**config.mk**
```make
export PLATFORM = sky130hd
export DESIGN_NAME = pipe_ctrl_top
export DESIGN_NICKNAME = d
export VERILOG_FILES = /design/src/verilog/riscv_pkg.sv /design/src/verilog/forward_unit.sv /design/src/verilog/hazard_unit.sv /design/src/verilog/pipe_ctrl_top.sv /design/src/verilog/stage_tracker.sv
export VERILOG_INCLUDE_DIRS = /design/src /design/src/verilog
export SDC_FILE = /design/constraint.sdc
export NUM_CORES = 1
export LEC_CHECK = 0
export BUFFER_PORTS_ARGS = -buffer_cell sky130_fd_sc_hd__buf_2
export CAP_MARGIN = 10
export CORE_AREA = 2 2 64 66
export CTS_CLUSTER_SIZE = 25
export DETAILED_ROUTE_END_ITERATION = 10
export DIE_AREA = 0 0 66 68
export PLACE_DENSITY = 0.78
export SKIP_CTS_REPAIR_TIMING = 1
export SLEW_MARGIN = 20
export SYNTH_ARGS = -nofsm -noshare
export SYNTH_HDL_FRONTEND = slang
export SYNTH_SLANG_ARGS = --single-unit
export TNS_END_PERCENT = 10
```
**constraint.sdc**
```tcl
create_clock -name CLK -period 2.65 [get_ports CLK]
set_input_delay 0.1325 -clock CLK [delete_from_list [all_inputs] [get_ports CLK]]
set_output_delay 0.1325 -clock CLK [all_outputs]
set_load 0.03 [all_outputs]
```
**src/verilog/riscv_ctrl_params.svh**
```systemverilog
//**************************************
// Pipeline control parameters
// Register index width, stage control
// codes and EX operand forwarding codes
//**************************************
`ifndef RISCV_CTRL_PARAMS_SVH
`define RISCV_CTRL_PARAMS_SVH

// Register index width (x0..x31)
`define RV_REG_W 5

// Stage register controls
`define HZ_ENABLE 2'b00
`define HZ_STALL  2'b01
`define HZ_FLUSH  2'b10

// EX operand sources
`define FWD_REG 2'b00
`define FWD_MEM 2'b01
`define FWD_WB  2'b10

`endif

```
**src/verilog/riscv_pkg.sv**
```systemverilog
//**************************************
// Shared types for the pipeline control
// subsystem of the five-stage core
//**************************************
`include "riscv_ctrl_params.svh"
`default_nettype none

package riscv_pkg;

    // Architectural register index
    typedef logic [`RV_REG_W-1:0] reg_idx_t;

    // Per-stage register control, see HZ_* codes
    typedef logic [1:0] hazard_ctrl_t;

    // EX operand source select, see FWD_* codes
    typedef logic [1:0] fwd_sel_t;

endpackage

`default_nettype wire

```
**src/verilog/forward_unit.sv**
```systemverilog
//**************************************
// Forward unit
// Selects the EX operand sources from
// the EX/MEM and MEM/WB writers
//**************************************
`include "riscv_ctrl_params.svh"
`default_nettype none

module forward_unit (
    input  riscv_pkg::reg_idx_t ex_rs1,
    input  riscv_pkg::reg_idx_t ex_rs2,
    input  riscv_pkg::reg_idx_t mem_rd,
    input  riscv_pkg::reg_idx_t wb_rd,
    input  logic                mem_wr,
    input  logic                wb_wr,
    output riscv_pkg::fwd_sel_t fwd_a,
    output riscv_pkg::fwd_sel_t fwd_b
);

    // EX/MEM wins, it holds the younger result
    function automatic riscv_pkg::fwd_sel_t pick_src(
        input riscv_pkg::reg_idx_t src,
        input riscv_pkg::reg_idx_t m_rd,
        input logic                m_wr,
        input riscv_pkg::reg_idx_t w_rd,
        input logic                w_wr
    );
        riscv_pkg::fwd_sel_t sel;
        sel = `FWD_REG;
        if (m_wr && (m_rd != '0) && (m_rd == src)) begin
            sel = `FWD_MEM;
        end else if (w_wr && (w_rd != '0) && (w_rd == src)) begin
            sel = `FWD_WB;
        end
        return sel;
    endfunction

    assign fwd_a = pick_src(ex_rs1, mem_rd, mem_wr, wb_rd, wb_wr);
    assign fwd_b = pick_src(ex_rs2, mem_rd, mem_wr, wb_rd, wb_wr);

endmodule

`default_nettype wire

```
**src/verilog/hazard_unit.sv**
```systemverilog
//**************************************
// Hazard unit
// Memory-busy FSM, load-use detection and
// jump handling; drives the five stage
// controls and the memory request levels
//**************************************
`include "riscv_ctrl_params.svh"
`default_nettype none

module hazard_unit (
    input  logic                    CLK,
    input  logic                    RSTn,
    input  logic                    jump,
    input  logic                    instr_busy,
    input  logic                    data_busy,
    input  logic                    dec_valid,
    input  riscv_pkg::reg_idx_t     dec_rs1,
    input  riscv_pkg::reg_idx_t     dec_rs2,
    input  logic                    ex_load,
    input  riscv_pkg::reg_idx_t     ex_rd,
    output logic                    instr_req,
    output logic                    data_req,
    output riscv_pkg::hazard_ctrl_t pc_ctrl,
    output riscv_pkg::hazard_ctrl_t if_dec_ctrl,
    output riscv_pkg::hazard_ctrl_t dec_ex_ctrl,
    output riscv_pkg::hazard_ctrl_t ex_mem_ctrl,
    output riscv_pkg::hazard_ctrl_t mem_wb_ctrl
);

    typedef enum logic [1:0] {
        ST_ISSUE,
        ST_INSTR_WAIT,
        ST_DATA_WAIT,
        ST_BOTH_WAIT
    } hz_state_t;

    hz_state_t state;
    hz_state_t state_nxt;
    logic      load_use;
    logic      wait_busy;

    always_ff @(posedge CLK) begin
        if (!RSTn) begin
            state <= ST_ISSUE;
        end else begin
            state <= state_nxt;
        end
    end

    always_comb begin
        state_nxt = state;
        case (state)
            ST_ISSUE: begin
                if (instr_busy && data_busy) begin
                    state_nxt = ST_BOTH_WAIT;
                end else if (instr_busy) begin
                    state_nxt = ST_INSTR_WAIT;
                end else if (data_busy) begin
                    state_nxt = ST_DATA_WAIT;
                end
            end
            ST_INSTR_WAIT: begin
                if (!instr_busy) begin
                    state_nxt = ST_ISSUE;
                end
            end
            ST_DATA_WAIT: begin
                if (!data_busy) begin
                    state_nxt = ST_ISSUE;
                end
            end
            ST_BOTH_WAIT: begin
                // Instruction side is served first when both are pending
                if (instr_busy) begin
                    state_nxt = ST_INSTR_WAIT;
                end else if (data_busy) begin
                    state_nxt = ST_DATA_WAIT;
                end else begin
                    state_nxt = ST_ISSUE;
                end
            end
            default: state_nxt = ST_ISSUE;
        endcase
    end

    // Busy level that keeps the current wait state waiting
    always_comb begin
        case (state)
            ST_INSTR_WAIT: wait_busy = instr_busy;
            ST_DATA_WAIT:  wait_busy = data_busy;
            ST_BOTH_WAIT:  wait_busy = instr_busy || data_busy;
            default:       wait_busy = 1'b0;
        endcase
    end

    // Load in EX whose result is read by DEC; x0 never creates a dependency
    assign load_use = ex_load && (ex_rd != '0) && dec_valid &&
                      ((ex_rd == dec_rs1) || (ex_rd == dec_rs2));

    always_comb begin
        pc_ctrl     = `HZ_ENABLE;
        if_dec_ctrl = `HZ_ENABLE;
        dec_ex_ctrl = `HZ_ENABLE;
        ex_mem_ctrl = `HZ_ENABLE;
        mem_wb_ctrl = `HZ_ENABLE;
        instr_req   = 1'b1;
        data_req    = 1'b1;

        if (state == ST_ISSUE) begin
            if (instr_busy) begin
                pc_ctrl     = `HZ_STALL;
                if_dec_ctrl = `HZ_STALL;
                dec_ex_ctrl = `HZ_STALL;
                ex_mem_ctrl = `HZ_STALL;
                mem_wb_ctrl = `HZ_STALL;
            end else if (jump) begin
                // Drop the wrong-path fetch
                if_dec_ctrl = `HZ_FLUSH;
            end

            // Hold the consumer in DEC, send a bubble into EX
            if (load_use) begin
                pc_ctrl     = `HZ_STALL;
                if_dec_ctrl = `HZ_STALL;
                dec_ex_ctrl = `HZ_FLUSH;
            end
        end else if (wait_busy) begin
            instr_req   = 1'b0;
            data_req    = 1'b0;
            pc_ctrl     = `HZ_STALL;
            if_dec_ctrl = `HZ_STALL;
            dec_ex_ctrl = `HZ_STALL;
            ex_mem_ctrl = `HZ_STALL;
            mem_wb_ctrl = `HZ_STALL;
        end else if ((state == ST_INSTR_WAIT) && jump) begin
            // Fetch just returned on the wrong path, keep the jump target
            pc_ctrl     = `HZ_STALL;
            if_dec_ctrl = `HZ_FLUSH;
        end
    end

    // New requests are always issued from ISSUE
    a_req_in_issue: assert property (
        @(posedge CLK) disable iff (!RSTn)
        (state == ST_ISSUE) |-> (instr_req && data_req)
    );

    // At most one pipeline register is flushed per cycle
    a_single_flush: assert property (
        @(posedge CLK) disable iff (!RSTn)
        $countones({pc_ctrl == `HZ_FLUSH, if_dec_ctrl == `HZ_FLUSH,
                    dec_ex_ctrl == `HZ_FLUSH, ex_mem_ctrl == `HZ_FLUSH,
                    mem_wb_ctrl == `HZ_FLUSH}) <= 1
    );

endmodule

`default_nettype wire

```
**src/verilog/pipe_ctrl_top.sv**
```systemverilog
//**************************************
// Pipeline control top level
// Hazard unit, descriptor tracker and
// forwarding unit of the five-stage core
//**************************************
`default_nettype none

module pipe_ctrl_top (
    input  logic                    CLK,
    input  logic                    RSTn,
    input  logic                    dec_valid,
    input  riscv_pkg::reg_idx_t     dec_rs1,
    input  riscv_pkg::reg_idx_t     dec_rs2,
    input  riscv_pkg::reg_idx_t     dec_rd,
    input  logic                    dec_reg_write,
    input  logic                    dec_is_load,
    input  logic                    jump,
    input  logic                    instr_busy,
    input  logic                    data_busy,
    output logic                    instr_req,
    output logic                    data_req,
    output riscv_pkg::hazard_ctrl_t pc_ctrl,
    output riscv_pkg::hazard_ctrl_t if_dec_ctrl,
    output riscv_pkg::hazard_ctrl_t dec_ex_ctrl,
    output riscv_pkg::hazard_ctrl_t ex_mem_ctrl,
    output riscv_pkg::hazard_ctrl_t mem_wb_ctrl,
    output riscv_pkg::fwd_sel_t     fwd_a,
    output riscv_pkg::fwd_sel_t     fwd_b
);

    // Tracked slot state
    logic                ex_load;
    riscv_pkg::reg_idx_t ex_rd;
    riscv_pkg::reg_idx_t ex_rs1;
    riscv_pkg::reg_idx_t ex_rs2;
    logic                mem_wr;
    logic                wb_wr;
    riscv_pkg::reg_idx_t mem_rd;
    riscv_pkg::reg_idx_t wb_rd;

    hazard_unit i_hazard (
        .CLK         (CLK),
        .RSTn        (RSTn),
        .jump        (jump),
        .instr_busy  (instr_busy),
        .data_busy   (data_busy),
        .dec_valid   (dec_valid),
        .dec_rs1     (dec_rs1),
        .dec_rs2     (dec_rs2),
        .ex_load     (ex_load),
        .ex_rd       (ex_rd),
        .instr_req   (instr_req),
        .data_req    (data_req),
        .pc_ctrl     (pc_ctrl),
        .if_dec_ctrl (if_dec_ctrl),
        .dec_ex_ctrl (dec_ex_ctrl),
        .ex_mem_ctrl (ex_mem_ctrl),
        .mem_wb_ctrl (mem_wb_ctrl)
    );

    stage_tracker i_tracker (
        .CLK           (CLK),
        .RSTn          (RSTn),
        .dec_valid     (dec_valid),
        .dec_reg_write (dec_reg_write),
        .dec_is_load   (dec_is_load),
        .dec_rs1       (dec_rs1),
        .dec_rs2       (dec_rs2),
        .dec_rd        (dec_rd),
        .dec_ex_ctrl   (dec_ex_ctrl),
        .ex_mem_ctrl   (ex_mem_ctrl),
        .mem_wb_ctrl   (mem_wb_ctrl),
        .ex_load       (ex_load),
        .ex_rd         (ex_rd),
        .ex_rs1        (ex_rs1),
        .ex_rs2        (ex_rs2),
        .mem_wr        (mem_wr),
        .wb_wr         (wb_wr),
        .mem_rd        (mem_rd),
        .wb_rd         (wb_rd)
    );

    forward_unit i_forward (
        .ex_rs1 (ex_rs1),
        .ex_rs2 (ex_rs2),
        .mem_rd (mem_rd),
        .wb_rd  (wb_rd),
        .mem_wr (mem_wr),
        .wb_wr  (wb_wr),
        .fwd_a  (fwd_a),
        .fwd_b  (fwd_b)
    );

endmodule

`default_nettype wire

```
**src/verilog/stage_tracker.sv**
```systemverilog
//**************************************
// Stage tracker
// Register-usage descriptors of the
// DEC/EX, EX/MEM and MEM/WB slots,
// moved by the hazard stage controls
//**************************************
`include "riscv_ctrl_params.svh"
`default_nettype none

module stage_tracker (
    input  logic                    CLK,
    input  logic                    RSTn,
    input  logic                    dec_valid,
    input  logic                    dec_reg_write,
    input  logic                    dec_is_load,
    input  riscv_pkg::reg_idx_t     dec_rs1,
    input  riscv_pkg::reg_idx_t     dec_rs2,
    input  riscv_pkg::reg_idx_t     dec_rd,
    input  riscv_pkg::hazard_ctrl_t dec_ex_ctrl,
    input  riscv_pkg::hazard_ctrl_t ex_mem_ctrl,
    input  riscv_pkg::hazard_ctrl_t mem_wb_ctrl,
    output logic                    ex_load,
    output riscv_pkg::reg_idx_t     ex_rd,
    output riscv_pkg::reg_idx_t     ex_rs1,
    output riscv_pkg::reg_idx_t     ex_rs2,
    output logic                    mem_wr,
    output logic                    wb_wr,
    output riscv_pkg::reg_idx_t     mem_rd,
    output riscv_pkg::reg_idx_t     wb_rd
);

    // Valid bits
    logic ex_v;
    logic mem_v;
    logic wb_v;

    // Descriptor payload
    logic                ex_wr_q;
    logic                ex_ld_q;
    riscv_pkg::reg_idx_t ex_rs1_q;
    riscv_pkg::reg_idx_t ex_rs2_q;
    riscv_pkg::reg_idx_t ex_rd_q;
    logic                mem_wr_q;
    riscv_pkg::reg_idx_t mem_rd_q;
    logic                wb_wr_q;
    riscv_pkg::reg_idx_t wb_rd_q;

    always_ff @(posedge CLK) begin
        if (!RSTn) begin
            ex_v  <= 1'b0;
            mem_v <= 1'b0;
            wb_v  <= 1'b0;
        end else begin
            case (dec_ex_ctrl)
                `HZ_ENABLE: ex_v <= dec_valid;
                `HZ_FLUSH:  ex_v <= 1'b0;
                default:    ex_v <= ex_v;
            endcase
            case (ex_mem_ctrl)
                `HZ_ENABLE: mem_v <= ex_v;
                `HZ_FLUSH:  mem_v <= 1'b0;
                default:    mem_v <= mem_v;
            endcase
            case (mem_wb_ctrl)
                `HZ_ENABLE: wb_v <= mem_v;
                `HZ_FLUSH:  wb_v <= 1'b0;
                default:    wb_v <= wb_v;
            endcase
        end
    end

    // Payload loads on ENABLE only
    always_ff @(posedge CLK) begin
        if (dec_ex_ctrl == `HZ_ENABLE) begin
            ex_wr_q  <= dec_reg_write;
            ex_ld_q  <= dec_is_load;
            ex_rs1_q <= dec_rs1;
            ex_rs2_q <= dec_rs2;
            ex_rd_q  <= dec_rd;
        end
        if (ex_mem_ctrl == `HZ_ENABLE) begin
            mem_wr_q <= ex_wr_q;
            mem_rd_q <= ex_rd_q;
        end
        if (mem_wb_ctrl == `HZ_ENABLE) begin
            wb_wr_q <= mem_wr_q;
            wb_rd_q <= mem_rd_q;
        end
    end

    // Bubbles read and write nothing
    assign ex_load = ex_v && ex_ld_q;
    assign ex_rd   = ex_v ? ex_rd_q : '0;
    assign ex_rs1  = ex_v ? ex_rs1_q : '0;
    assign ex_rs2  = ex_v ? ex_rs2_q : '0;
    assign mem_wr  = mem_v && mem_wr_q;
    assign mem_rd  = mem_v ? mem_rd_q : '0;
    assign wb_wr   = wb_v && wb_wr_q;
    assign wb_rd   = wb_v ? wb_rd_q : '0;

    // A bubble moving down the pipe reports no write
    a_mem_bubble_no_write: assert property (
        @(posedge CLK) disable iff (!RSTn)
        ((ex_mem_ctrl == `HZ_ENABLE) && !ex_v) |=> !mem_wr
    );

    a_wb_bubble_no_write: assert property (
        @(posedge CLK) disable iff (!RSTn)
        ((mem_wb_ctrl == `HZ_ENABLE) && !mem_v) |=> !wb_wr
    );

endmodule

`default_nettype wire
```
* Word level (Yosys, flattened, before mapping)
Index checks and enable logic that the tools add are counted.
** Operators by class
- Mux-type cells :: 38
- Reduce and logical (&&, ||, !) cells :: 25
- Eq/ne operators :: 14
** Operator list (count)
- 2-bit 2-to-1 mux :: 22
- 5-bit == test :: 6
- 5-bit 2-to-1 mux :: 5
- 5-bit nonzero test :: 3
- 1-bit logical AND :: 14
- 2-bit == test, second input constant :: 4
- 2-bit one-hot mux with 4 select lines :: 1
- 2-bit logical NOT :: 3
- 1-bit 2-to-1 mux :: 6
- 1-bit one-hot mux with 2 select lines :: 3
- 2-bit inequality test, second input constant :: 2
- 4-bit by 3-bit inequality test with 1-bit output, second input constant :: 1
- 2-bit nonzero test :: 2
- 1-bit one-hot mux with 3 select lines :: 1
- 3-bit AND reduction :: 1
- 2-bit by 1-bit == test with 1-bit output, second input constant :: 1
- 1-bit logical OR :: 2
** Word-level totals
- Register bits :: 34
- Output and inout bits :: 16
- Input port bits :: 23
- Word-level logic and storage cells :: 90

* Logic depth before layout (Yosys ltp)
- Depth in word-level cells :: 9
- Depth in mapped cells :: 8
- Gate-level depth less buffers :: 7

* Modules after synthesis
From an unflattened synthesis, not the netlist that was laid out.
** Unflattened totals
- Cell total of the unflattened synthesis :: 147
- Area, all modules :: 1773.0 um^2
** Modules (own cells, without submodules)
- stage_tracker :: cells an instance 70, sequential area each 930.9 um^2, instances 1, area an instance 1187.4 um^2
- hazard_unit :: cells an instance 43, sequential area each 40.0 um^2, instances 1, area an instance 327.8 um^2
- forward_unit :: cells an instance 34, sequential area each 0.0 um^2, instances 1, area an instance 257.7 um^2

* Least setup slack after synthesis
Ideal clock, no wire load.
- Path type :: reg-to-reg
- Start point :: register i_tracker.ex_rd_q[1]
- End point :: register i_tracker.ex_ld_q, enable pin
- Buffers on the path :: 0
- Slack :: -0.241 ns
- Period minus slack after synthesis :: 2.891 ns
- Cell stages (with the launch flop) :: 7
- Arrival time :: 2.521 ns
- Setup time :: 0.370 ns
- Required time :: 2.280 ns
- Path through :: edfxtp_1 and4bb_1 a31o_1 a22oi_1 o32a_4 o41ai_2 inv_1
** On the way
- Word-level cells in the longest chain between the ends :: 8
** Ends and longest elaborated chain
- from (decl) :: line stage_tracker.sv:42 : riscv_pkg::reg_idx_t ex_rd_q;
- from (signal assigned) :: line stage_tracker.sv:79 : ex_rd_q <= dec_rd;
- 5-bit 2-to-1 mux (*) :: line stage_tracker.sv:93 : assign ex_rd = ex_v ? ex_rd_q : '0;
- 5-bit nonzero test :: line hazard_unit.sv:97 : assign load_use = ex_load && (ex_rd != '0) && dec_valid &&
- 1-bit logical AND (2 in a row) :: line hazard_unit.sv:97
- 1-bit logical AND (*) :: line hazard_unit.sv:97
- 2-bit 2-to-1 mux (*) :: line hazard_unit.sv:122 : if (load_use) begin
- 2-bit 2-to-1 mux (*) :: line hazard_unit.sv:109 : if (state == ST_ISSUE) begin
- 2-bit logical NOT (no source line) (*)
- to (signal assigned) :: line stage_tracker.sv:76 : ex_ld_q <= dec_is_load;
- to (decl) :: line stage_tracker.sv:39 : logic ex_ld_q;
Mark *: on every way between the ends. The rest lies on a longest branch, timed or not.
A chain may end at the register's enable or synchronous reset.

* Worst setup path after layout
- Start point :: register i_tracker.ex_rd_q[1]
- End point :: output port pc_ctrl[0]
** On the way
- Word-level cells in the longest chain between the ends :: 7
** Ends and longest elaborated chain
- 5-bit 2-to-1 mux (*) :: line stage_tracker.sv:93
- 5-bit nonzero test :: line hazard_unit.sv:97
- 1-bit logical AND (2 in a row) :: line hazard_unit.sv:97
- 1-bit logical AND (*) :: line hazard_unit.sv:97
- 1-bit 2-to-1 mux (*) :: line hazard_unit.sv:122
- 2-bit 2-to-1 mux (*) :: line hazard_unit.sv:109
- to (decl) :: line pipe_ctrl_top.sv:22 : output riscv_pkg::hazard_ctrl_t pc_ctrl,
Marked as above.

==> flow_metrics.tcl <==
set metrics [dict create \
    status "completed" \
    grt_pass1_wl_mm 6.46 \
    postRouteAntennaNets 0 \
    finalCritPeriodShare_pct 96.8 \
    drive_gt1_share_pct 20.9 \
    first_pass_iters 4 \
    worst_pin_slew_ns 0.623 \
    design_area_um2 2250 \
    crit_start "i_tracker.ex_rd_q[1]" \
    start_util_pct 50.6 \
    grt_pass1_vias 1432 \
    grt.overflow.total 0 \
    cts_tree "done" \
    die_area_um2 4490 \
    p_leak_nw 0.822 \
    hold_path_class "in2reg" \
    p_int_uw 894 \
    worstSetupStartpointType "flip-flop" \
    pwr_density_cell_nw_per_um2 553 \
    pwr-share-clk_pct 28.8 \
    cts_sinks 34 \
    finalMaxSlewViolations 0 \
    reg2reg_to "i_tracker.ex_rs2_q[1]" \
    num_io_pins 39 \
    synth_edf_count 29 \
    crit_required_ns 2.52 \
    worstSetupPathType "reg2out" \
    wl_per_cell_um 14.1 \
    p_comb_share_pct 15.6 \
    clkLatencyLatePin_ns 0.29 \
    cts-root-buf "clkbuf_8" \
    cts.clk_slew.worst_paths_ns 0.06 \
    setup_viol 0 \
    dpl_cell_area_um2 2150 \
    hpwl_mm 2.95 \
    r2r_setup_slack_ns 0.22 \
    drt-total-wl_mm 3.95 \
    layout_setup_ws_ns 0.0842 \
    antenna_found_initial 0 \
    crit_arrival_ns 2.43 \
    cap_violations 0 \
    die_h_um 68 \
    initialDrtViolationCount 68 \
    viasPerCell 5.73 \
    synthFlopType "edfxtp_1" \
    slew_headroom_pct 58.4 \
    fillers 362 \
    synth_cells 192 \
    cts_buffers 5 \
    async_reset_ff_share_pct 0 \
    fin_tns_setup_ns 0 \
    synth.avg_cell_area_um2 10.2 \
    path_max_fanout 6 \
    fp.dieW_um 66 \
    ir_worst_vdd_mv 0.456 \
    rsz0062_at_grt "no" \
    synth.distinct_cells 37 \
    ys_seq_elements 34 \
    power_frac_seq_pct 55.6 \
    ys_seq_area_share_pct 49.8 \
    cp-endpoint "pc_ctrl[0]" \
    cts_max_level 2 \
    port_buffers 35 \
    finClkSkew_ns 0.00149 \
    synth_area_um2 1950 \
    p_sw_uw 347 \
    area_growth_pct 15.2 \
    worst-r2r-cell-count 6 \
    final-hold-violation-count 0 \
    row_count 23 \
    grt_max_degree 26 \
    yosys_warnings 0 \
    drc_errors 0 \
    max_freq_mhz 390 \
    dpl_worst_slack_ns 0.199 \
    coreArea_um2 3860 \
    diodes 0 \
    nets 252 \
    clk_path_buf_depth 2 \
    gp_congestion 0.824 \
    worstSetupEndpointType "output pin" \
    final.min_clock_period_ns 2.57 \
    sw_frac_of_total_pct 28.0 \
    r2r-start "i_tracker.ex_rd_q[1]" \
    vias 1603 \
    grt.total_usage_pct 19.3 \
]
==> power groups by stage <==
| stage | Clock [mW] | Combinational [mW] | Sequential [mW] |
|---|---|---|---|
| 6_report | 0.358 | 0.194 | 0.690 |
| 3_5_place_dp | 0 | 0.191 | 0.701 |
| 4_1_cts | 0.368 | 0.192 | 0.689 |
| 5_1_grt | 0.382 | 0.215 | 0.698 |
| 2_1_floorplan | 0 | 0.152 | 0.679 |
| 3_3_place_gp | 0 | 0.186 | 0.698 |
==> worst max-delay path, cell delays in order, from the launching register on <==
cell	delay, ns
edfxtp_1	0.45
and4bb_1	0.30
a31o_1	0.10
a22oi_1	0.09
o32a_4	0.43
or3_1	0.37
a32oi_1	0.18
buf_2	0.22
==> layout make-up <==
| type | instances | area (µm²) | share of cell area (%) |
|---|---|---|---|
| Clock inverter | 2 | 8.76 | 0.390 |
| Multi-Input combinational cell | 138 | 881 | 39.2 |
| Inverter | 10 | 37.5 | 1.67 |
| Sequential cell | 34 | 971 | 43.2 |
| Timing Repair Buffer | 40 | 213 | 9.47 |
| Clock buffer | 6 | 72.6 | 3.23 |
| Tap cell | 50 | 62.6 | 2.79 |
==> state kept, by name, indices dropped and copies added (netlist names) <==
register	flops
i_tracker.mem_v	1
i_tracker.ex_v	1
i_tracker.ex_wr_q	1
i_tracker.wb_rd_q	5
i_tracker.mem_rd_q	5
i_hazard.state	2
i_tracker.ex_ld_q	1
i_tracker.ex_rd_q	5
i_tracker.ex_rs2_q	5
i_tracker.wb_v	1
i_tracker.ex_rs1_q	5
i_tracker.mem_wr_q	1
i_tracker.wb_wr_q	1
==> worst min path at each step <==
stage                            from                   end  slack (ns)  cells after the start
after floorplan           dec_is_load     i_tracker.ex_ld_q        0.23                      0
after global placement      dec_rd[0]  i_tracker.ex_rd_q[0]        0.31                      1
after detailed placement    dec_rd[3]  i_tracker.ex_rd_q[3]        0.31                      1
after CTS                   dec_rd[3]  i_tracker.ex_rd_q[3]       0.008                      1
after global routing        dec_rd[1]  i_tracker.ex_rd_q[1]       0.006                      1
final                       dec_rd[3]  i_tracker.ex_rd_q[3]        0.02                      1
==> routing by layer <==
layer	wire length (µm)	global-route usage, %	vias to the layer above
met4	65	8.42	0
met5	0	0	-
li1	-	-	796
met2	1950	32.8	55
met1	1720	24.0	745
met3	210	4.11	7
==> layout by cell type, fill, tap and decap left out, types with 2 or more instances in the layout <==
cell,n
buf_4,5
conb_1,3
nand2b_1,3
nor4_1,5
a31oi_1,2
and3_1,3
o21ai_0,23
a31o_1,2
nand3_1,8
nand2_1,20
edfxtp_1,29
xor2_1,2
buf_2,35
a32oi_1,9
inv_1,10
o211ai_1,3
a22oi_1,3
nand3b_1,4
or4_1,5
and4bb_1,2
clkbuf_8,5
dfxtp_1,5
xnor2_1,12
a21oi_1,4
o21ai_1,3
nor2b_1,2
nor2_1,8
or3_1,3
==> cells in the mapped netlist, types with 2 or more instances <==
| cell type | count | area (µm²) |
|---|---|---|
| a21oi_1 | 4 | 20.0 |
| a22oi_1 | 3 | 22.5 |
| a31o_1 | 2 | 17.5 |
| a31oi_1 | 2 | 12.5 |
| a32oi_1 | 9 | 78.8 |
| and3_1 | 3 | 18.8 |
| and4bb_1 | 2 | 25.0 |
| buf_4 | 5 | 37.5 |
| buf_6 | 2 | 22.5 |
| clkbuf_1 | 5 | 18.8 |
| dfxtp_1 | 5 | 100 |
| edfxtp_1 | 29 | 871 |
| inv_1 | 10 | 37.5 |
| nand2_1 | 20 | 75.1 |
| nand2b_1 | 3 | 18.8 |
| nand3_1 | 8 | 40.0 |
| nand3b_1 | 4 | 30.0 |
| nor2_1 | 8 | 30.0 |
| nor2b_1 | 2 | 12.5 |
| nor4_1 | 5 | 31.3 |
| o211ai_1 | 3 | 22.5 |
| o21ai_0 | 23 | 115 |
| o21ai_1 | 3 | 15.0 |
| or3_1 | 3 | 18.8 |
| or4_1 | 5 | 37.5 |
| xnor2_1 | 12 | 105 |
| xor2_1 | 2 | 17.5 |
==> through the flow <==
step	cells	util [%]	hold WS, ns	total power, mW
4_1_cts	278	57.9	0.00757	1.25
3_5_place_dp	270	55.7	0.311	0.892
6_report	280	58.2	0.0173	1.24
5_1_grt	280	58.2	0.00639	1.30
3_3_place_gp	270	55.7	0.309	0.884
2_1_floorplan	194	-	0.231	0.830
==> cell families after synthesis <==
group	Yosys count	share of synthesized area (%)
simple gates	64	17.7
compound gates	57	20.1
flops	34	49.8
buf+inv	22	5.97
xor+xnor	14	6.29
other cells	1	0.192
Note: power is estimated with default switching activity, not from simulation.
